**src/rtl/prozessorPkg.sv**
```systemverilog
package prozessorPkg;

    localparam int speicherTiefe = 1024;
    localparam int adressBreite = 10;
    localparam int registerAnzahl = 64;
    localparam logic [5:0] linkRegister = 6'd31;

    // Top six opcode bits of the executed classes.
    typedef enum logic [5:0] {
        opLadenA     = 6'b101010,
        opLadenB     = 6'b101011,
        opSpeichern  = 6'b101100,
        opSprungAbs  = 6'b101101,
        opSprungBed  = 6'b101110,
        opSprungLink = 6'b101111,
        opSprungRel  = 6'b010000
    } befehlsOpcode;

    typedef enum logic [2:0] {
        zRuhe,
        zHolen,
        zWarten,
        zDekodieren,
        zAusfuehren,
        zSpeicher,
        zRueckschreiben
    } ablaufZustand;

endpackage

```
**src/rtl/speicherArbiter.sv**
```systemverilog
`timescale 1ns/1ps

module speicherArbiter (
    input  logic        DekodierSignal,
    input  logic        arstN,
    input  logic        ladeAnfrage,
    input  logic [prozessorPkg::adressBreite-1:0] ladeAdresse,
    input  logic [31:0] ladeDaten,
    input  logic        datAnfrage,
    input  logic        datSchreiben,
    input  logic [prozessorPkg::adressBreite-1:0] datAdresse,
    input  logic [31:0] datSchreibDaten,
    input  logic        holAnfrage,
    input  logic [prozessorPkg::adressBreite-1:0] holAdresse,
    output logic        ladeGewaehrt,
    output logic        datGewaehrt,
    output logic        datGueltig,
    output logic        holGewaehrt,
    output logic        holGueltig,
    output logic        memFreigabe,
    output logic        memSchreiben,
    output logic [prozessorPkg::adressBreite-1:0] memAdresse,
    output logic [31:0] memSchreibDaten
);

    // Host first, then data, then fetch.
    assign ladeGewaehrt = ladeAnfrage;
    assign datGewaehrt = datAnfrage && !ladeAnfrage;
    assign holGewaehrt = holAnfrage && !ladeAnfrage && !datAnfrage;

    assign memFreigabe = ladeGewaehrt || datGewaehrt || holGewaehrt;
    assign memSchreiben = ladeGewaehrt || (datGewaehrt && datSchreiben);
    assign memAdresse = ladeGewaehrt ? ladeAdresse :
                        datGewaehrt ? datAdresse :
                        holAdresse;
    assign memSchreibDaten = ladeGewaehrt ? ladeDaten : datSchreibDaten;

    // Flags which requester owns the returning read word.
    always_ff @(posedge DekodierSignal or negedge arstN) begin
        if (!arstN) begin
            datGueltig <= 1'b0;
            holGueltig <= 1'b0;
        end else begin
            datGueltig <= datGewaehrt && !datSchreiben;
            holGueltig <= holGewaehrt;
        end
    end

endmodule

```
**config.mk**
```make
export PLATFORM = sky130hd
export DESIGN_NAME = speicherArbiter
export DESIGN_NICKNAME = d
export VERILOG_FILES = /design/src/rtl/prozessorPkg.sv /design/src/rtl/speicherArbiter.sv
export SDC_FILE = /design/constraint.sdc
export NUM_CORES = 1
export LEC_CHECK = 0
export BUFFER_PORTS_ARGS = -buffer_cell sky130_fd_sc_hd__buf_2
export CAP_MARGIN = 10
export CORE_MARGIN = 4
export CORE_UTILIZATION = 28
export DETAILED_ROUTE_END_ITERATION = 12
export GPL_ROUTABILITY_DRIVEN = 0
export PLACE_DENSITY_LB_ADDON = 0.12
export SLEW_MARGIN = 20
export SYNTH_ARGS = -nofsm -noshare
export SYNTH_HDL_FRONTEND = slang
export SYNTH_SLANG_ARGS = --single-unit
```
**constraint.sdc**
```tcl
create_clock -name DekodierSignal -period 2.02 [get_ports DekodierSignal]
set_input_delay 0.505 -clock DekodierSignal [delete_from_list [all_inputs] [get_ports DekodierSignal]]
set_output_delay 0.505 -clock DekodierSignal [all_outputs]
set_load 0.005 [all_outputs]
```
# Word level (Yosys, flattened, before mapping)
# Index checks and enable logic that the tools add are counted.
# word_totals
regBits	2
latchBits	0
mem_bits_rw	0
romBits	0
n_memories	0
# op_classes
n_addsub	0
n_mul	0
n_div	0
magnitude_cmp	0
eq_ne	0
shift	0
mux	3
n_bitwise	0
reduce_logical	11
# ops
cell	count
$mux W32	1
$mux W10	2
$logic_and A1 B1 Y1	5
$logic_not A1 Y1	3
$logic_or A1 B1 Y1	3

# Depth between registers and ports, before layout
# depth
word_depth	4
mapped_depth	4
ltp_nobuf	2

# Worst setup path before layout
# OpenSTA, ideal clock, no wires.
# synth_timing
kind	in2out
from	in ladeAnfrage
to	out memSchreibDaten[11]
t_arrival_ps	1083
path_slack_ps	432
path_stages	3
cell_sequence	buf_6 -> buf_6 -> mux2_4
# synth_via
elab_chain_len	1
# synth_rtl
element	line	rtl
from (decl)	speicherArbiter.sv:6	input logic ladeAnfrage,
$mux W32	speicherArbiter.sv:36	assign memSchreibDaten = ladeGewaehrt ? ladeDaten : datSchreibDaten;
to (decl)	speicherArbiter.sv:23	output logic [31:0] memSchreibDaten
# No other way between the ends.

# Final worst setup path
# layout_timing
from	in ladeAnfrage
to	out memSchreibDaten[18]
# The elaborated chain is that of the path after synthesis.

==> results.sh <==
export IMPL_synthSimpleGateAreaFrac_pct=8.24
export IMPL_grt_pass1_wl_um=4420
export IMPL_synth_cell_type_count=13
export IMPL_async_flop_share_pct=100
export IMPL_die_area_mm2=0.00367
export IMPL_rows=18
export IMPL_synth_most_common_cell="mux2_4"
export IMPL_maxSlewHeadroom_pct=76.9
export IMPL_cp_arrival_ns=1.39
export IMPL_muxShareOfSynthArea_pct=68.2
export IMPL_yosysWarnings=0
export IMPL_htree_num_levels=1
export IMPL_dp_final_hpwl_um=3020
export IMPL_fin_crit_sh_pct=93.9
export IMPL_crit_path_start="ladeAnfrage"
export IMPL_layout_setup_ws_ns=0.122
export IMPL_drt_pass1_iter_count=4
export IMPL_viasPerCell=4.51
export IMPL_initial_core_util_pct=30.2
export IMPL_post_cts_buffers=0
export IMPL_hp_class="input pin to asynchronous set/reset pin"
export IMPL_synth_top_family_by_area="multiplexers"
export IMPL_synth_common_cells="mux2_4, mux2_2, mux2i_1, nand2_1, o21ai_0"
export IMPL_tns_ns=0
export IMPL_syn_nets=178
export IMPL_start_kind="input pin"
export IMPL_grt_usage_pct=15.6
export IMPL_synth_compound_area_share_pct=7.43
export IMPL_timing_critical_path_mode_cell="buf_2"
export IMPL_fmax_mhz=527
export IMPL_synth_top_area_cell="mux2_4"
export IMPL_worst_pin_slew_ns=0.347
export IMPL_port_buffers=148
export IMPL_p_clk_share_pct=19.7
export IMPL_required_ns=1.51
export IMPL_synthCells=78
export IMPL_ios=149
export IMPL_syn_area_per_cell_um2=9.93
export IMPL_synth_edff_count=0
export IMPL_end_kind="output pin"
export IMPL_p_comb_share_pct=70.8
export IMPL_synth_xor_area_share_pct=0
export IMPL_die_w_um=60.6
export IMPL_synth_flop_cell="dfrtp_1"
export IMPL_grt_overflow=0
export IMPL_status="completed"
export IMPL_wire_per_inst_um=13.2
export IMPL_cp_slowest_stage_delay_ns=0.31
export IMPL_cpLargestDelayFamily="buffers and inverters"
export IMPL_clock_root_buffer="clkbuf_4"
export IMPL_grt_pass1_vias=1112
export IMPL_power_density_mw_per_mm2=285
export IMPL_drt_iter0_drc=38
export IMPL_cts_resized_gates=0
export IMPL_netlist_top_cells_area="mux2_4, mux2_2, mux2i_1"
export IMPL_ys_ff_latch=2
export IMPL_vdd_drop_max_uv=286
export IMPL_synth_adder_area_share_pct=0
export IMPL_maxCapViolCount=0
export IMPL_clockBufferDepth=2
export IMPL_cp_depth=4
export IMPL_antenna_cells=0
export IMPL_area_delta_synth_final_pct=101
export IMPL_drv_slew=0
export IMPL_critPathKind="input pin to output pin"
export IMPL_endpoint="memSchreibDaten[18]"
export IMPL_power_switching_uw=135
export IMPL_cts_tree="done"
export IMPL_swShare_pct=30.4
export IMPL_synthesis_area_um2=774
export IMPL_worstPathCellList="buf_2 > buf_12 > mux2_4 > buf_2"
export IMPL_antenna_found_initial=0
export IMPL_dp_slack_ns=0.112
export IMPL_setup_violations=0
export IMPL_path_buf_inv=3
export IMPL_numClockSinks=2
export IMPL_postCtsHoldBufs=0
export IMPL_rsz0062_at_grt="false"
export IMPL_clk_pin_slew_worst_paths_ns=0.03
export IMPL_via_count=1145
export IMPL_grt_max_degree=20
export IMPL_crit_fanout=18
export IMPL_core_area_mm2=0.00257
export IMPL_synth_top_area_share_pct=34.9
export IMPL_p_seq_share_pct=9.5
export IMPL_drc=0
export IMPL_p_int_uw=309
export IMPL_crit_slowest_cell="mux2_4"
export IMPL_period_needed_ns=1.90
export IMPL_ant_nets=0
export IMPL_nets=326
export IMPL_yosysSeqAreaShare_pct=6.46
export IMPL_routed_wl_um=3350
export IMPL_cts_buffers=3
export IMPL_drive_above_1_share_pct=83.5
export IMPL_die_h_um=60.6
export IMPL_leakagePower_uw=0.000966
export IMPL_hold_viol_final=0
[cells in the final DEF, fill, tap and decap left out, types with 2 or more instances in the layout]
cell type  count
o21ai_0       10
clkbuf_4       3
mux2_2        14
buf_2        148
nand2_1       10
buf_4          2
mux2i_1       10
nor2b_1        2
dfrtp_1        2
mux2_4        18
buf_12         2
[final cells by class]
class / count / area, um2
timing repair buffer: 152 / 796
clock buffer: 3 / 22.5
tap: 30 / 37.5
multi-input combinational: 67 / 649
fill: 240 / 1010
sequential: 2 / 50.0
[how the worst min path moves through the flow]
stage                     depth (start not counted)  start    endpoint  slack (ns)
after detailed placement                          1  arstN  datGueltig        0.29
after global routing                              1  arstN  holGueltig        0.05
after global placement                            1  arstN  datGueltig        0.29
after CTS                                         1  arstN  holGueltig        0.06
final                                             1  arstN  datGueltig        0.06
after floorplan                                   0  arstN  datGueltig        0.21
[layer usage]
layer  global-route usage (%)  wire length (um)
met2                     33.6              1870
met5                        0                 0
met4                     4.64                30
met3                     3.40               416
met1                     13.9              1030
[registers in the layout, indices dropped and copies added (netlist names)]
| register | flops |
|---|---|
| datGueltig | 1 |
| holGueltig | 1 |
[power groups by stage]
stage	sequential, uW	combinational [uW]	clock (uW)
final	42.2	314	87.3
after global routing	42.3	343	99.3
after CTS	42.2	318	90.7
after detailed placement	42.6	317	0
after global placement	42.6	309	0
after floorplan	42.9	146	0
[per-stage QoR]
step                      area, um2  util, %  cells  hold slack (ns)  total power (uW)
after floorplan                 774        -     78            0.209               189
after global placement         1530     59.7    251            0.291               351
after detailed placement       1530     59.7    251            0.294               360
after CTS                      1560     60.6    254           0.0579               451
after global routing           1560     60.6    254           0.0500               484
final                          1560     60.6    254           0.0625               444
[cell families (layout without fill, tap and decap cells)]
group	Yosys count	in the layout
muxes	42	42
buffers and inverters	9	155
DFF	2	2
and+or+nand+nor	14	14
AOI/OAI and AO/OA	11	11
(Power assumes the default switching activity.)
