### config.mk
export PLATFORM = sky130hd
export DESIGN_NAME = instruktionsdekodierer
export DESIGN_NICKNAME = d
export VERILOG_FILES = /design/src/rtl/prozessorPkg.sv /design/src/rtl/instruktionsdekodierer.sv
export SDC_FILE = /design/constraint.sdc
export NUM_CORES = 1
export LEC_CHECK = 0
export ABC_AREA = 1
export BUFFER_PORTS_ARGS = -buffer_cell sky130_fd_sc_hd__buf_4
export CAP_MARGIN = 20
export CELL_PAD_IN_SITES_DETAIL_PLACEMENT = 1
export CELL_PAD_IN_SITES_GLOBAL_PLACEMENT = 1
export CORE_ASPECT_RATIO = 0.9
export CORE_MARGIN = 5
export CORE_UTILIZATION = 29
export DETAILED_ROUTE_END_ITERATION = 12
export GPL_TIMING_DRIVEN = 0
export PLACE_DENSITY = 0.84
export SLEW_MARGIN = 40
export SYNTH_ARGS = -nofsm -noshare
export SYNTH_HDL_FRONTEND = slang
export SYNTH_SLANG_ARGS = --single-unit
export TNS_END_PERCENT = 20
### constraint.sdc
create_clock -name DekodierSignal -period 1.5 [get_ports DekodierSignal]
set_input_delay 0.3 -clock DekodierSignal [delete_from_list [all_inputs] [get_ports DekodierSignal]]
set_output_delay 0.3 -clock DekodierSignal [all_outputs]
set_load 0.05 [all_outputs]
### src/rtl/prozessorPkg.sv
package prozessorPkg;

    localparam int speicherTiefe = 1024;
    localparam int adressBreite = 10;
    localparam int registerAnzahl = 64;
    localparam logic [5:0] linkRegister = 6'd31;

    // Top six opcode bits of the executed classes.
    typedef enum logic [5:0] {
        opLadenA     = 6'b101010,
        opLadenB     = 6'b101011,
        opSpeichern  = 6'b101100,
        opSprungAbs  = 6'b101101,
        opSprungBed  = 6'b101110,
        opSprungLink = 6'b101111,
        opSprungRel  = 6'b010000
    } befehlsOpcode;

    typedef enum logic [2:0] {
        zRuhe,
        zHolen,
        zWarten,
        zDekodieren,
        zAusfuehren,
        zSpeicher,
        zRueckschreiben
    } ablaufZustand;

endpackage

### src/rtl/instruktionsdekodierer.sv
`timescale 1ns/1ps

module instruktionsdekodierer (
    input  logic        DekodierSignal,
    input  logic        arstN,
    input  logic        dekodieren,
    input  logic [31:0] instruktion,
    output logic [5:0]  quellRegister1,
    output logic [5:0]  quellRegister2,
    output logic [5:0]  zielRegister,
    output logic [25:0] iDaten,
    output logic        kleinerImmediateAktiv,
    output logic        grosserImmediateAktiv,
    output logic [5:0]  funktionsCode,
    output logic        jalBefehl,
    output logic        relativerSprung,
    output logic        absoluterSprung,
    output logic        floatBefehl,
    output logic        loadBefehl,
    output logic        storeBefehl,
    output logic        unbedingterSprungBefehl,
    output logic        bedingterSprungBefehl
);
    import prozessorPkg::*;

    logic [31:0] befehl;
    logic [5:0]  opFeld;
    logic        registerKlasse;
    logic        floatKlasse;

    // Instruction held until the next strobe.
    always_ff @(posedge DekodierSignal or negedge arstN) begin
        if (!arstN) begin
            befehl <= '0;
        end else if (dekodieren) begin
            befehl <= instruktion;
        end
    end

    assign opFeld = befehl[31:26];
    assign registerKlasse = (befehl[31:30] == 2'b00);
    assign floatKlasse = registerKlasse && (befehl[5:4] == 2'b10);

    assign kleinerImmediateAktiv = befehl[31];
    assign grosserImmediateAktiv = (befehl[31:30] == 2'b01);
    assign floatBefehl = floatKlasse;

    // Bit 5 selects the float half of the register file.
    assign quellRegister1 = (registerKlasse || befehl[31]) ?
                            {floatKlasse, befehl[20:16]} : 6'b0;
    assign zielRegister = (registerKlasse || befehl[31]) ?
                          {floatKlasse, befehl[25:21]} : 6'b0;
    assign quellRegister2 = registerKlasse ? {floatKlasse, befehl[15:11]} :
                            (opFeld == opSpeichern) ? {1'b0, befehl[25:21]} :
                            6'b0;

    assign iDaten = grosserImmediateAktiv ? befehl[25:0] :
                    kleinerImmediateAktiv ? {10'b0, befehl[15:0]} :
                    26'b0;

    assign funktionsCode = registerKlasse ? befehl[5:0] :
                           grosserImmediateAktiv ? 6'b0 :
                           {1'b0, befehl[30:26]};

    assign jalBefehl = (opFeld == opSprungLink);
    assign absoluterSprung = (opFeld == opSprungAbs);
    assign relativerSprung = (opFeld == opSprungLink) || (opFeld == opSprungRel) ||
                             (opFeld == opSprungBed);
    assign loadBefehl = (opFeld == opLadenA) || (opFeld == opLadenB);
    assign storeBefehl = (opFeld == opSpeichern);
    assign unbedingterSprungBefehl = (opFeld == opSprungAbs) || (opFeld == opSprungLink) ||
                                     (opFeld == opSprungRel);
    assign bedingterSprungBefehl = (opFeld == opSprungBed);

endmodule

[After elaboration in Yosys (flattened, before gate mapping)]
Index checks and enable logic that the tools add are counted.
Word-level totals
  register bits: 32
  output and inout port bits: 60
Operators by class
  equal/unequal tests: 9
  multiplexer cells: 8
  reduce and logical (&&, ||, !) cells: 8
Operator list (count)
  6-bit equality test (second input constant): 6
  26-bit two-way mux: 1
  6-bit two-way mux: 4
  16-bit two-way mux: 1
  5-bit two-way mux: 2
  6-bit by 5-bit equality test with 1-bit output (second input constant): 1
  1-bit logical OR: 6
  2-bit by 1-bit equality test with 1-bit output (second input constant): 1
  2-bit equality test (second input constant): 1
  2-bit logical NOT: 1
  1-bit logical AND: 1

[Logic depth before layout (Yosys ltp)]
  word-level depth: 3
  mapped depth: 5

[Worst setup path after synthesis]
OpenSTA, ideal clock, no wires.
  path type: register to output
  start point: register befehl[31]
  end point: output port quellRegister2[5]
  arrival time: 2.453 ns
  data required time: 1.200 ns
  path slack: -1.253 ns
  cell stages (with the launch flop): 5
  path through: dfrtp_1 nor2_2 inv_1 nor3_1 buf_4
On the way
  word-level cells in the longest chain between the ends: 3
Ends and longest elaborated chain
  from (decl): RTL line instruktionsdekodierer.sv:26  | logic [31:0] befehl;
  from (signal assigned): RTL line instruktionsdekodierer.sv:36  | befehl <= instruktion;
  2-bit logical NOT: RTL line instruktionsdekodierer.sv:41  | assign registerKlasse = (befehl[31:30] == 2'b00);
  1-bit logical AND: RTL line instruktionsdekodierer.sv:42  | assign floatKlasse = registerKlasse && (befehl[5:4] == 2'b10);
  net floatBefehl: RTL line instruktionsdekodierer.sv:18  | output logic floatBefehl,
  6-bit two-way mux: RTL line instruktionsdekodierer.sv:53  | assign quellRegister2 = registerKlasse ? {floatKlasse, befehl[15:11]} :
  to (decl): RTL line instruktionsdekodierer.sv:9  | output logic [5:0] quellRegister2,
The timed path passes the listed nets, and every way through them passes these cells.

[Worst setup path in the final report]
  start point: register befehl[31]
  end point: output port quellRegister2[5]
On the way
  word-level cells in the longest chain between the ends: 3
Ends and longest elaborated chain (RTL line)
  2-bit logical NOT *: instruktionsdekodierer.sv:41
  1-bit logical AND: instruktionsdekodierer.sv:42
  6-bit two-way mux *: instruktionsdekodierer.sv:53
Mark *: on every way between the ends. The rest lies on a longest branch, timed or not.

==> impl_metrics.csv <==
group,metric,value,unit
run_status,status,"finished, violations left",
run_status,violations,"negative setup slack",
synthesis,synth_common_cells,"49 x nand2_1, 40 x nor2_1, 34 x inv_1",
worst_hold_path,min_from,"instruktion[17]",
placement,dp_slack,-254,ps
clock_tree,root_buffer,"clkbuf_8",
finish,final_nets,364,
route,top_layer,"met4",
floorplanning,die_height,80.8,µm
placement,place_hpwl,4.74,mm
sta,slew_violations,0,
sta,tightestPinTransition,430,ps
critical_path,startpoint_type,"register",
global_routing,grt_first_pass_wirelength,10.2,mm
global_routing,grt_overflow,0,
critical_path,r2r_slack,470,ps
global_routing,grt_pass1_vias,2033,
global_routing,antenna_found_initial,0,
critical_path,r2r_start,"befehl[31]",
clock_tree,cts_num_sinks,32,
critical_path,critPathBufInv,3,
pwr,p_seq_share,31.3,%
synthesis,postSynthCellCount,221,
floorplanning,start_util,30.4,%
route,via_per_inst,4.72,
synthesis,synth_nets,256,
critical_path,cp_max_fo,7,
route,wl_met2,3.49,mm
synthesis,synth_top_cell_area_share,49.6,%
synthesis,netlist_area,1610,µm²
floorplanning,io_pins,95,
placement,numPortBuffers,93,
route,wire_per_inst,17.1,µm
pwr,p_int,1.90,mW
sta,fmax,0.549,GHz
floorplanning,dieArea,7160,µm²
critical_path,required,1200,ps
synthesis,synth_seq_area_share,49.6,%
worst_hold_path,hold_end,"befehl[17]",
pwr,peakVddDrop,0.500,mV
synthesis,yosys_warnings,0,
synthesis,yosysTopAreaCell,"dfrtp_1",
global_routing,grt_max_degree,33,
finish,diodes,0,
sta,setup_violations,59,
synthesis,synthFlopType,"dfrtp_1",
route,dr_wl_met3,503,µm
pwr,clkPwrFrac,26.0,%
critical_path,critPathKind,"reg -> out",
pwr,totalPowerFinal,3.21,mW
finish,top_register,"befehl",
placement,gp_congestion,0.769,
sta,whs,215,ps
pwr,p_sw_share,40.7,%
critical_path,crit_chain,"nor2_4 > inv_4 > nor3_4 > buf_6 > buf_8",
route,met1Wirelength,2.68,mm
pwr,p_leak,1.54,nW
worst_hold_path,worstHoldPathCells,3,
worst_hold_path,min_path_type,"in -> reg",
floorplanning,rows,25,
critical_path,rr_endpoint,"befehl[31]",
global_routing,grt_use_total,19.1,%
critical_path,end_kind,"primary output",
critical_path,critical-path-max-stage-delay,500,ps
finish,syn2layout_area_growth,89.0,%
job,max_cap_viol_count,0,
critical_path,cp.depth,5,
critical_path,worst_ep_arrival_time,1520,ps
critical_path,ff2ff_path_depth,2,
floorplanning,die_w,88.6,µm
synthesis,yosys.cell_types.count,17,
clock_tree,h-tree-depth,2,
finish,reg.largest.list,"befehl: 32 flops",
sta,period_needed,1820,ps
sta,period_share,121,%
route,routed_wirelength,6.80,mm
synthesis,ys_seq_elements,32,
sta,finClkSkew,0,ps
route,ant_nets,0,
sta,relSlewSlack,71.3,%
sta,rsz0062_at_grt,"yes",
clock_tree,clock_latency,280,ps
clock_tree,cts_tree,"done",
synthesis,avgSynthCellArea,7.30,µm²
sta,hold_violations,0,
pwr,p_comb_share,42.7,%
synthesis,async_reset_ff_share,100,%
route,drt_iter0_drc,67,
floorplanning,coreArea,5320,µm²
synthesis,ys_top_cells_by_area,"dfrtp_1 50%, nand2_1 11%, o21ai_0 10%, nor2_1 9.3%, inv_1 7.9%",
synthesis,yosysMostFrequentCell,"nand2_1",
sta,setup_slack,-320,ps
pwr,power_switching,1.31,mW
finish,finalNonFillerCells,397,
route,vias,1872,
clock_tree,cts.path.max_buffers,2,
critical_path,cp_slowest_cell,"dfrtp_2",
critical_path,cp_top_family,"flip-flops",
clock_tree,cts.clk_slew.worst_paths,80,ps
pwr,power_density,1050,nW/µm²
finish,largest_register_ffs,32,
clock_tree,cts_made_buffers,5,
placement,dpl.cell_count,381,
synthesis,synth_edf_count,0,
route,drc,0,
route,dr.pass1.iters,4,
finish,drive_gt1_share,52.1,%
-- worst max path at each step --
stage	start	to	slack [ps]
global route	befehl[30]	quellRegister2[2]	-390
floorplan	befehl[31]	quellRegister2[5]	-350
finish	befehl[31]	quellRegister2[5]	-320
detailed placement	befehl[30]	quellRegister2[2]	-250
global placement	befehl[30]	quellRegister2[2]	-190
CTS	befehl[30]	quellRegister2[2]	-330
-- per-layer routing --
| metal | up-vias | track usage [%] |
|---|---|---|
| met4 | 0 | 7.10 |
| met5 | - | 0 |
| li1 | 894 | - |
| met2 | 70 | 33.7 |
| met3 | 8 | 5.68 |
| met1 | 900 | 21.6 |
-- per-stage QoR --
step / cell area, µm² / setup TNS (ps) / util [%]
after floorplan: 1770 / -11600 / -
after global placement: 2550 / -1360 / 47.9
after detailed placement: 2550 / -2730 / 47.9
after CTS: 2880 / -14100 / 54.1
after global routing: 3050 / -17030 / 57.4
final: 3050 / -13360 / 57.4
-- logic make-up after synthesis --
kind of cell	after synthesis	share of synthesized area (%)
compound gates	37	11.8
buf+inv	47	12.0
flops	32	49.6
simple gates	105	26.6
-- worst min-delay path: stages --
cell and delay [ps]:
buf_4 80, nand2_1 40, o21ai_0 60
-- repair_timing --
| action | in CTS | in global routing |
|---|---|---|
| pin swaps | 5 | 5 |
| endpoints found under the setup margin | 59 | 59 |
| buffers inserted | 3 | 4 |
| hold buffers | 1 | 0 |
| endpoints found under the hold margin | 32 | 0 |
| resized for setup | 54 | 40 |
-- area by class of cell --
| type | count | area (µm²) |
|---|---|---|
| fillers | 627 | 2270 |
| repair buffers | 101 | 980 |
| multi-input cells | 142 | 840 |
| flip-flops and latches | 32 | 807 |
| inverters | 35 | 139 |
| plain buffers | 12 | 90.1 |
| well taps | 67 | 83.8 |
| clock buffers | 5 | 68.8 |
| clock inverters | 3 | 42.5 |
-- power by group through the flow --
stage / sequential [mW] / combinational, mW / clock (mW)
6_report: 1.01 / 1.37 / 0.836
5_1_grt: 1.01 / 1.45 / 0.904
4_1_cts: 1.00 / 1.28 / 0.857
3_5_place_dp: 1.01 / 1.18 / 0
3_3_place_gp: 1.00 / 1.16 / 0
2_1_floorplan: 1.00 / 0.791 / 0
-- layout by cell type (no fill, tap or decap), drive strengths merged, types with 2 or more instances in the layout --
master / n
dfrtp: 32
o22ai: 4
o21ai: 33
nor3: 4
nand4: 2
inv: 35
clkbuf: 7
nand2: 50
nor2: 43
nand3: 5
buf: 110
No activity file was read; power rests on OpenSTA's default activity.
