[src/rtl/prozessorPkg.sv]
package prozessorPkg;

    localparam int speicherTiefe = 1024;
    localparam int adressBreite = 10;
    localparam int registerAnzahl = 64;
    localparam logic [5:0] linkRegister = 6'd31;

    // Top six opcode bits of the executed classes.
    typedef enum logic [5:0] {
        opLadenA     = 6'b101010,
        opLadenB     = 6'b101011,
        opSpeichern  = 6'b101100,
        opSprungAbs  = 6'b101101,
        opSprungBed  = 6'b101110,
        opSprungLink = 6'b101111,
        opSprungRel  = 6'b010000
    } befehlsOpcode;

    typedef enum logic [2:0] {
        zRuhe,
        zHolen,
        zWarten,
        zDekodieren,
        zAusfuehren,
        zSpeicher,
        zRueckschreiben
    } ablaufZustand;

endpackage

[src/rtl/ladeSpeicherEinheit.sv]
`timescale 1ns/1ps

module ladeSpeicherEinheit (
    input  logic        DekodierSignal,
    input  logic        arstN,
    input  logic        zugriffStart,
    input  logic        schreiben,
    input  logic [prozessorPkg::adressBreite-1:0] zugriffAdresse,
    input  logic [31:0] speicherWert,
    input  logic        datGewaehrt,
    input  logic        datGueltig,
    input  logic [31:0] speicherDaten,
    output logic        datAnfrage,
    output logic        datSchreiben,
    output logic [prozessorPkg::adressBreite-1:0] datAdresse,
    output logic [31:0] datSchreibDaten,
    output logic        zugriffFertig,
    output logic [31:0] ladeWert
);

    // Request level held until the grant.
    always_ff @(posedge DekodierSignal or negedge arstN) begin
        if (!arstN) begin
            datAnfrage <= 1'b0;
            datSchreiben <= 1'b0;
        end else if (zugriffStart) begin
            datAnfrage <= 1'b1;
            datSchreiben <= schreiben;
        end else if (datGewaehrt) begin
            datAnfrage <= 1'b0;
        end
    end

    always_ff @(posedge DekodierSignal) begin
        if (zugriffStart) begin
            datAdresse <= zugriffAdresse;
            datSchreibDaten <= speicherWert;
        end
        if (datGueltig) begin
            ladeWert <= speicherDaten;
        end
    end

    // Stores finish on the grant, loads when data returns.
    assign zugriffFertig = (datGewaehrt && datSchreiben) || datGueltig;

endmodule

[config.mk]
export PLATFORM = sky130hd
export DESIGN_NAME = ladeSpeicherEinheit
export DESIGN_NICKNAME = d
export VERILOG_FILES = /design/src/rtl/prozessorPkg.sv /design/src/rtl/ladeSpeicherEinheit.sv
export SDC_FILE = /design/constraint.sdc
export NUM_CORES = 1
export LEC_CHECK = 0
export BUFFER_PORTS_ARGS = -buffer_cell sky130_fd_sc_hd__buf_2
export CAP_MARGIN = 25
export CORE_ASPECT_RATIO = 0.8
export CORE_MARGIN = 8
export CORE_UTILIZATION = 40
export CTS_BUF_LIST = sky130_fd_sc_hd__clkbuf_16
export DETAILED_ROUTE_END_ITERATION = 10
export PLACE_DENSITY = 0.78
export SLEW_MARGIN = 20
export SYNTH_ARGS = -nofsm -noshare
export SYNTH_HDL_FRONTEND = slang
export SYNTH_SLANG_ARGS = --single-unit
[constraint.sdc]
create_clock -name DekodierSignal -period 1.1 [get_ports DekodierSignal]
set_clock_uncertainty 0.2 [all_clocks]
set_input_delay 0.11 -clock DekodierSignal [delete_from_list [all_inputs] [get_ports DekodierSignal]]
set_output_delay 0.11 -clock DekodierSignal [all_outputs]
set_load 0.01 [all_outputs]
* Word level (Yosys, flattened, before mapping)
Cells that the tools add are included.
Operators by class: reduce and logical (&&, ||, !) cells 3, mux-type cells 2
Operators with widths (number):
- 1-bit 2-to-1 mux | 2
- 2-bit nonzero test | 1
- 1-bit logical AND | 1
- 1-bit logical OR | 1
Word-level totals: input bits 80, output and inout port bits 77, register bits 76

* Depth between registers and ports, before layout
Gate-level depths: netlist of the first run.
word-level depth 2, mapped depth 2

* Worst setup path after synthesis of the first run
No wires, ideal clock.
path kind register to register, start register datSchreiben (netlist name), end register datSchreiben, period minus slack after synthesis 992 ps, data required time 775 ps, path buffers 0, cell stages (with the launch flop) 2, arrival time 667 ps, slack 108 ps, cell sequence dfrtp_1 mux2_4
RTL lines:
- end signal: assignment | RTL line ladeSpeicherEinheit.sv:28 | datSchreiben <= schreiben;
- end: declaration | RTL line ladeSpeicherEinheit.sv:14 | output logic datSchreiben,

* Worst setup path in the final report of the first run
start register datSchreiben, end output port zugriffFertig
Between the ends: cells in the longest elaborated chain, start to end 2
Ends and longest elaborated chain:
- 1-bit logical AND | RTL line ladeSpeicherEinheit.sv:45 | assign zugriffFertig = (datGewaehrt && datSchreiben) || datGueltig;
- 1-bit logical OR | RTL line ladeSpeicherEinheit.sv:45
- end: declaration | RTL line ladeSpeicherEinheit.sv:17 | output logic zugriffFertig,
Every way passes these cells.

==> metrics.md, run 1 <==
| Metric | Value |
|---|---|
| Worst Hold Class | `in2reg` |
| Sink Count | `76` |
| Total iterations of the first detailed-routing run | `4` |
| CTS root buf | `clkbuf_16` |
| Rows | `24` |
| Worst skew pair latency | `0.31 ns` |
| Die H | `83.9 um` |
| Yosys top cell by area | `edfxtp_1` |
| DRC viols | `0` |
| Routability Congestion | `0.773` |
| Leakage | `1.94 nW` |
| 1st-iter DRT viols | `47` |
| Crit end category | `output pin` |
| Hold_buf cts | `79` |
| Main area contributors after synthesis | `edfxtp_1 96%, dfrtp_1 2.2%, mux2_4 0.65%` |
| Mapped Area | `2310 um^2` |
| Layout Area Growth over Synthesis | `92.3%` |
| Register-to-Register Path Depth | `2` |
| Initial antenna violation count | `0` |
| Final Hold Fails | `1` |
| Register area share after synthesis | `98.5%` |
| DRT antenna net count | `0` |
| Initial core utilization | `42.0%` |
| Setup ws final | `-0.197 ns` |
| Hpwl dp | `4.64 mm` |
| Final Max Tran Viols | `0` |
| Final Cell Area | `4440 um^2` |
| # IOs | `157` |
| Largest net degree at the start of global routing | `19` |
| Number of global-route vias before repair | `2089` |
| Cells after synthesis | `80` |
| Synth Flop Type | `edfxtp_1` |
| Placed Area | `3250 um^2` |
| Failing checks | `negative hold slack, negative setup slack` |
| I/O Buffers | `156` |
| Overall Power | `7.79 mW` |
| DR vias/cell | `4.33` |
| Layout cells sized above 1 | `52.7%` |
| Warnings, synthesis | `0` |
| CTS clk-pin slew, worst paths | `0.05 ns` |
| Cts bufs inserted | `9` |
| Peak VDD IR | `1.24 mV` |
| Final Cycle Share | `118%` |
| Syn nets | `160` |
| Register bit total from synthesis | `76` |
| Worst endpoint required time | `0.79 ns` |
| Number of synthesized flops with an enable pin | `74` |
| Commonest cells in the netlist | `74 x edfxtp_1, 2 x dfrtp_1` |
| Worst-Margin Slew | `0.225 ns` |
| Worst EP arrival | `0.99 ns` |
| Clock buffer depth | `2` |
| Worst Hold Slack | `-0.000118 ns` |
| Share of the synthesized area in the top cell type | `96.3%` |
| Global-route wire length before repair | `11.7 mm` |
| Ys async rst share | `2.63%` |
| Endpoints failing setup | `78` |
| Setup Crit Path Kind | `reg2out` |
| # H-tree levels | `3` |
| Die width | `101 um` |
| WHS Path Cells | `2` |
| Wire length per cell | `19.3 um` |
| Core ar. | `5500 um^2` |
| Relative slew slack | `85.0%` |
| Netlist cell types | `6` |
| Total global routing overflow | `0` |
| Total Routed Length | `8.00 mm` |
| Tmin final | `1.30 ns` |
| Die Footprint | `8470 um^2` |
| Nets@finish | `412` |
| Syn_area_per_cell | `28.8 um^2` |
| RSZ-0062 raised after global routing | `yes` |
| F_max | `0.771 GHz` |
| CTS tree | `built` |
| Antenna Diode Count | `0` |
| Total GRT Usage | `18.8%` |
| Outcome | `complete, but fails checks` |
| Max_cap viols | `0` |
| CP Launch Type | `flop` |
| Most common cell in the netlist | `edfxtp_1` |
| Vias post-DR | `1791` |
| PwrDens | `1760 nW/um^2` |
| Crit Path Max Fanout | `2` |
[cell type report]
| cell class | count | area (um^2) |
|---|---|---|
| tap | 78 | 97.6 |
| timing repair buffer | 241 | 1680 |
| multi-input combinational | 3 | 31.3 |
| fill | 274 | 1060 |
| clock buffer | 9 | 225 |
| inverter | 1 | 3.75 |
| sequential | 76 | 2270 |
| clock inverter | 6 | 128 |
[cells in the final DEF, fill, tap and decap left out, drive strengths merged]
cell type / count
edfxtp: 74
mux2: 1
buf: 162
a21o: 2
clkinv: 2
dfrtp: 2
dlygate4sd3: 79
bufinv: 4
inv: 1
clkbuf: 9
[final timing paths]
path,start,to,slack (ns)
setup reg to reg,datSchreiben,datSchreiben,-0.01
setup / recovery,datSchreiben,zugriffFertig,-0.20
min in group asynchronous,arstN,datAnfrage,0.45
max in group asynchronous,arstN,datSchreiben,0.13
hold reg to reg,datAnfrage,datAnfrage,0.32
hold / removal,datGueltig,ladeWert[6],-0.0001
[metrics by stage]
| stage | util [%] | hold slack [ns] | cells | setup slack [ns] | TNS (ns) |
|---|---|---|---|---|---|
| 4_1_cts | 80.2 | -0.0185 | 414 | -0.197 | -3.78 |
| 3_5_place_dp | 59.1 | -0.301 | 319 | 0.0198 | 0 |
| 5_1_grt | 80.7 | -0.000434 | 414 | -0.240 | -6.21 |
| 2_1_floorplan | - | -0.386 | 80 | 0.108 | 0 |
| 6_report | 80.7 | -0.000118 | 414 | -0.197 | -3.59 |
| 3_3_place_gp | 59.1 | -0.302 | 319 | 0.0466 | 0 |
[per-layer routing]
layer | GRT usage (%) | part of all wire, % | up-vias
met5 | 0 | 0 | -
met4 | 5.80 | 1.0 | 0
met3 | 11.6 | 15 | 6
met2 | 32.1 | 48 | 129
met1 | 18.5 | 36 | 829
li1 | - | - | 827
[registers in the layout, indices dropped and copies added (netlist names)]
name,flops
datAdresse,10
datAnfrage,1
datSchreibDaten,32
datSchreiben,1
ladeWert,32
[worst max-delay path: stages (launching register included)]
cell and delay, ns:
dfrtp_1 0.39, a21o_1 0.15, buf_2 0.13
[power by group]
group          total [mW]  leakage (nW)  switching [mW]  internal (mW)
Clock                3.42         0.171            1.01           2.41
Combinational       0.866          1.02           0.386          0.481
Sequential           3.50         0.747          0.0695           3.44
[repair_timing]
item	4_1_cts	5_1_grt
buffers inserted	1	0
resized for setup	1	5
endpoints found under the setup margin	77	78
pin swaps	1	0
endpoints found under the hold margin	95	4
[cells by family after synthesis]
kind of cell	Yosys count	share of synthesized area, %
flops	76	98.5
compound gates	2	0.705
mux	1	0.651
buf+inv	1	0.163
No activity file was read; power rests on OpenSTA's default activity.
==> inputs of run 2 (changes only) <==
PLACE_DENSITY = 0.83   (was 0.78)
clock period = 1.2 ns   (was 1.1 ns; I/O delays follow)
==> run 2 against run 1 <==
The flow finishes with violations (negative setup slack). Sequential share of layout area is 0.22 points lower. Combinational power is 5.7% lower. Highest routed layer unchanged. Non-clock buffer count is 6 higher. Clock power is 14% lower. Cell count is 1.7% higher. Global-route usage is 1.2 points higher. Setup slack better by 0.092 ns. Final area is 0.42% higher. Routed wire length is 6.6% higher. Sequential cell count stayed put.
==> metrics.md, run 2 (same netlist as run 1, synthesis figures left out) <==
| Metric | Value |
|---|---|
| M1 WL | `2.92 mm` |
| Worst EP arrival | `0.99 ns` |
| Layout Area Growth over Synthesis | `93.1%` |
| F_max | `0.766 GHz` |
| Largest net degree at the start of global routing | `20` |
| RSZ-0062 raised after global routing | `yes` |
| Vias post-DR | `1887` |
| Psw | `1.38 mW` |
| Wire length per cell | `20.2 um` |
| Met3 routed WL | `1.25 mm` |
| Commonest non-fill, non-tap cell in the layout | `buf_2` |
| Max Used Layer | `met4` |
| # H-tree levels | `3` |
| Fill cells | `283` |
| Tmin final | `1.31 ns` |
| CTS clk-pin slew, worst paths | `0.05 ns` |
| Relative slew slack | `79.2%` |
| Total global routing overflow | `0` |
| I/O Buffers | `156` |
| Final core utilization | `81.1%` |
| Met2 WL | `4.26 mm` |
| Most frequent cells in the layout | `151 x buf_2, 79 x dlygate4sd3_1, 74 x edfxtp_1` |
| Sequential share of power | `46.0%` |
| Crit Path Max Fanout | `2` |
| Max_cap viols | `0` |
| Global-route wire length before repair | `12.5 mm` |
| CTS tree | `built` |
| Hpwl dp | `4.87 mm` |
| Setup Crit Path Kind | `reg2out` |
| Worst endpoint required time | `0.88 ns` |
| Number of global-route vias before repair | `2191` |
| Total GRT Usage | `20.1%` |
| Layout cells sized above 1 | `53.5%` |
| Die H | `83.9 um` |
| CTS root buf | `clkbuf_16` |
| Nets@finish | `418` |
| Failing checks | `negative setup slack` |
| Pint | `5.60 mW` |
| Crit end category | `output pin` |
| Logic pwr share | `11.7%` |
| PwrDens | `1570 nW/um^2` |
| Worst Hold Slack | `0.0157 ns` |
| Rows | `24` |
| DRC viols | `0` |
| Total iterations of the first detailed-routing run | `4` |
| Cts bufs inserted | `9` |
| Worst skew pair latency | `0.31 ns` |
| Final Cycle Share | `109%` |
| Die width | `101 um` |
| Sink Count | `76` |
| Initial antenna violation count | `0` |
| Switching share of power | `19.7%` |
| Die Footprint | `8470 um^2` |
| DRT antenna net count | `0` |
| Leakage | `1.95 nW` |
| Final Max Tran Viols | `0` |
| Largest regs | `datSchreibDaten (32), ladeWert (32), datAdresse (10)` |
| Setup TNS | `-0.176 ns` |
| Total Routed Length | `8.52 mm` |
| DR vias/cell | `4.48` |
| Worst Hold Class | `in2reg` |
| Setup ws final | `-0.105 ns` |
| Peak VDD IR | `1.30 mV` |
| Clock buffer depth | `2` |
| Clock Power Share | `42.3%` |
| 1st-iter DRT viols | `92` |
| Routability Congestion | `0.701` |
| # IOs | `157` |
| Outcome | `complete, but fails checks` |
| Final Hold Fails | `0` |
| Initial core utilization | `42.0%` |
| Worst-Margin Slew | `0.311 ns` |
| CP Launch Type | `flop` |
| Core ar. | `5500 um^2` |
| Endpoints failing setup | `2` |
| Reg2Reg Setup Slack | `0.10 ns` |
run 2: cell types whose count changed in the layout (fill, tap and decap cells not counted), sizes merged:
cell      previous run  this run
clkinvlp             0         1
inv                  1         2
buf                162       168
clkinv               2         1
diode                0         1
bufinv               4         3
run 2: timing repair:
action | CTS | global route
buffers inserted | 1 | 0
pin swaps | 1 | 0
hold buffers | 79 | 0
gates resized for setup | 1 | 6
endpoints found under the hold margin | 81 | 0
endpoints found under the setup margin | 1 | 18
run 2: area by class of cell:
type | count | area, um^2 | area share [%]
repair buffers | 247 | 1720 | 38.6
diodes | 1 | 2.50 | 0.0562
clock inverters | 6 | 105 | 2.36
clock buffers | 9 | 225 | 5.05
well taps | 78 | 97.6 | 2.19
flip-flops and latches | 76 | 2270 | 51.0
inverters | 1 | 3.75 | 0.0842
multi-input cells | 3 | 31.3 | 0.702
run 2: routing by layer:
metal  vias up  track usage, %
li1        840               -
met1       894            19.0
met2       147            35.3
met3         6            10.8
met4         0            7.83
met5         -               0
run 2: worst paths after layout:
| check | start | end | cells past startpoint |
|---|---|---|---|
| max in group asynchronous | arstN | datSchreiben | 3 |
| worst min-delay path | zugriffStart | datSchreibDaten[16] | 1 |
| worst min register to register | datAnfrage | datAnfrage | 1 |
| worst max-delay path | datSchreiben | zugriffFertig | 2 |
| worst max register to register | datSchreiben | datSchreiben | 2 |
| min in group asynchronous | arstN | datAnfrage | 3 |
run 2: power by group through the flow:
stage | clock network [mW] | logic [mW] | registers [mW]
after CTS | 2.96 | 0.781 | 3.20
after floorplan | 0 | 0.0120 | 3.38
after global placement | 0 | 0.554 | 3.24
after global routing | 3.10 | 0.868 | 3.23
after detailed placement | 0 | 0.568 | 3.25
final | 2.95 | 0.817 | 3.21
run 2: critical path, stage by stage, from the launching register on:
cell,delay (ns)
dfrtp_1,0.38
a21o_1,0.16
buf_2,0.13
run 2: metrics by stage:
| step | cell area, um^2 | setup slack, ns | std cells | power [mW] |
|---|---|---|---|---|
| final | 4460 | -0.105 | 421 | 6.98 |
| after global routing | 4450 | -0.146 | 420 | 7.20 |
| after CTS | 4430 | -0.106 | 420 | 6.94 |
| after detailed placement | 3290 | 0.0940 | 325 | 3.82 |
| after global placement | 3290 | 0.106 | 325 | 3.79 |
| after floorplan | 2310 | 0.208 | 80 | 3.39 |
==> inputs of run 3 (changes only) <==
SETUP_SLACK_MARGIN = 0.4   (was not set)
SKIP_LAST_GASP = 1   (was not set)
==> run 3 against run 2 <==
Final area shrank 18%. Non-clock buffer count down 83. Maximum frequency is 0.40% higher. Critical endpoint unchanged. Critical path depth stayed put. Cell count is 20% lower. Sequential share of layout area rose by 12 points. Combinational power fell by 31%. Register-to-register slack hardly changed. The run ends with negative hold slack, negative setup slack left. Utilization shrank 15 points.
==> metrics.md, run 3 (same netlist as run 1, synthesis figures left out) <==
| Metric | Value |
|---|---|
| Worst endpoint required time | `0.88 ns` |
| Storage element area | `2270 um^2` |
| PwrDens | `1860 nW/um^2` |
| Worst skew pair latency | `0.32 ns` |
| Number of global-route vias before repair | `1657` |
| Final Max Tran Viols | `0` |
| DRT antenna net count | `0` |
| Placed Area | `3260 um^2` |
| Tmin final | `1.30 ns` |
| Initial core utilization | `42.0%` |
| Hold_buf cts | `1` |
| Register-to-Register Path Depth | `2` |
| CTS tree | `built` |
| Layout cells sized above 1 | `69.2%` |
| Global-route wire length before repair | `8.87 mm` |
| CTS root buf | `clkbuf_16` |
| # H-tree levels | `3` |
| CTS clk-pin slew, worst paths | `0.06 ns` |
| CP Launch Type | `flop` |
| Worst Hold End | `datAdresse[7]` |
| Failing checks | `negative hold slack, negative setup slack` |
| Die H | `83.9 um` |
| 1st-iter DRT viols | `39` |
| Crit-path leading delay family | `flip-flops` |
| Peak VDD IR | `1.09 mV` |
| Area occupied by multi-input gates | `31.3 um^2` |
| Worst R2R End | `datSchreiben` |
| Worst Min Path Start | `zugriffAdresse[7]` |
| Wire length per cell | `17.8 um` |
| Initial antenna violation count | `0` |
| Layout Area Growth over Synthesis | `57.4%` |
| Sink Count | `76` |
| Crit path largest cell delay | `0.38 ns` |
| Die width | `101 um` |
| Commonest non-fill, non-tap cell in the layout | `buf_2` |
| Fill cells | `402` |
| Setup TNS | `-0.166 ns` |
| Largest net degree at the start of global routing | `26` |
| Max_cap viols | `0` |
| Nets@finish | `335` |
| Clock buffer depth | `2` |
| Total Routed Length | `6.03 mm` |
| Final Cycle Share | `108%` |
| Crit end category | `output pin` |
| Total GRT Usage | `14.2%` |
| Rows | `24` |
| Slowest cell on the critical path | `dfrtp_1` |
| # IOs | `157` |
| Core ar. | `5500 um^2` |
| Endpoints failing setup | `3` |
| Worst EP arrival | `0.98 ns` |
| Worst Hold Class | `in2reg` |
| DR vias/cell | `4.29` |
| Overall Power | `6.75 mW` |
| Vias post-DR | `1450` |
| Cts bufs inserted | `9` |
| Reg2Reg Setup Slack | `0.11 ns` |
| Total global routing overflow | `0` |
| CP Cell Sequence | `a21o_1 > buf_2` |
| Crit path buf inv count | `1` |
| Setup Crit Path Kind | `reg2out` |
| R2R Path Start | `datSchreiben` |
| Worst Hold Slack | `-0.228 ns` |
| WHS Path Cells | `1` |
| DRC viols | `0` |
| Final Hold Fails | `83` |
| Setup ws final | `-0.100 ns` |
| Stages on the worst setup path | `2` |
| Antenna Diode Count | `0` |
| Most frequent cells in the layout | `153 x buf_2, 74 x edfxtp_1, 9 x clkbuf_16` |
| Largest regs | `datSchreibDaten (32), ladeWert (32), datAdresse (10)` |
| Final Cell Area | `3630 um^2` |
| Worst-Margin Slew | `0.241 ns` |
| Total iterations of the first detailed-routing run | `4` |
| I/O Buffers | `156` |
| Crit Path Max Fanout | `2` |
| F_max | `0.769 GHz` |
| RSZ-0062 raised after global routing | `yes` |
| Leakage | `1.60 nW` |
| Routability Congestion | `0.766` |
| Outcome | `complete, but fails checks` |
| Relative slew slack | `83.9%` |
| Die Footprint | `8470 um^2` |
run 3: cell count changes in the layout (fill, tap and decap cells not counted):
cell	change
buf_2	+2
clkinv_4	+1
diode_2	-1
dlygate4sd3_1	-78
buf_6	-2
inv_1	-1
buf_4	-5
clkinv_2	+1
run 3: how the worst max path moves through the flow:
stage                                      to    startpoint
final                           zugriffFertig  datSchreiben
after global routing            zugriffFertig  datSchreiben
after CTS                       zugriffFertig  datSchreiben
after detailed placement        datAdresse[8]  zugriffStart
after global placement    datSchreibDaten[14]  zugriffStart
after floorplan                  datSchreiben  datSchreiben
run 3: where the power goes:
part / leakage, nW / total [mW] / internal (mW) / switching, mW
Clock: 0.163 / 2.99 / 2.02 / 0.971
Combinational: 0.691 / 0.562 / 0.267 / 0.294
Sequential: 0.747 / 3.20 / 3.15 / 0.0505
run 3: routing by layer:
| metal | GRT usage, % | share of wire [%] | vias up |
|---|---|---|---|
| met4 | 6.75 | 2.0 | 0 |
| met3 | 6.08 | 8.3 | 9 |
| met2 | 27.4 | 57 | 77 |
| li1 | - | - | 675 |
| met5 | 0 | 0 | - |
| met1 | 12.0 | 33 | 689 |
run 3: layout make-up:
class / instances / share of cell area, %
Clock inverter: 7 / 3.17
Inverter: 1 / 0.103
Sequential cell: 76 / 62.6
Clock buffer: 9 / 6.20
Timing Repair Buffer: 164 / 24.4
Tap cell: 78 / 2.69
Multi-Input combinational cell: 3 / 0.861
run 3: what timing repair did:
action	CTS	global route
endpoints found under the setup margin	79	79
gates resized for setup	1	3
pin swaps	1	0
endpoints found under the hold margin	83	83
setup buffers	1	0
run 3: per-stage QoR:
step | util (%) | setup slack [ns] | cells
2_1_floorplan | - | 0.208 | 80
3_3_place_gp | 59.2 | 0.135 | 320
3_5_place_dp | 59.2 | 0.131 | 320
4_1_cts | 65.9 | -0.119 | 338
5_1_grt | 66.1 | -0.142 | 338
6_report | 66.1 | -0.100 | 338
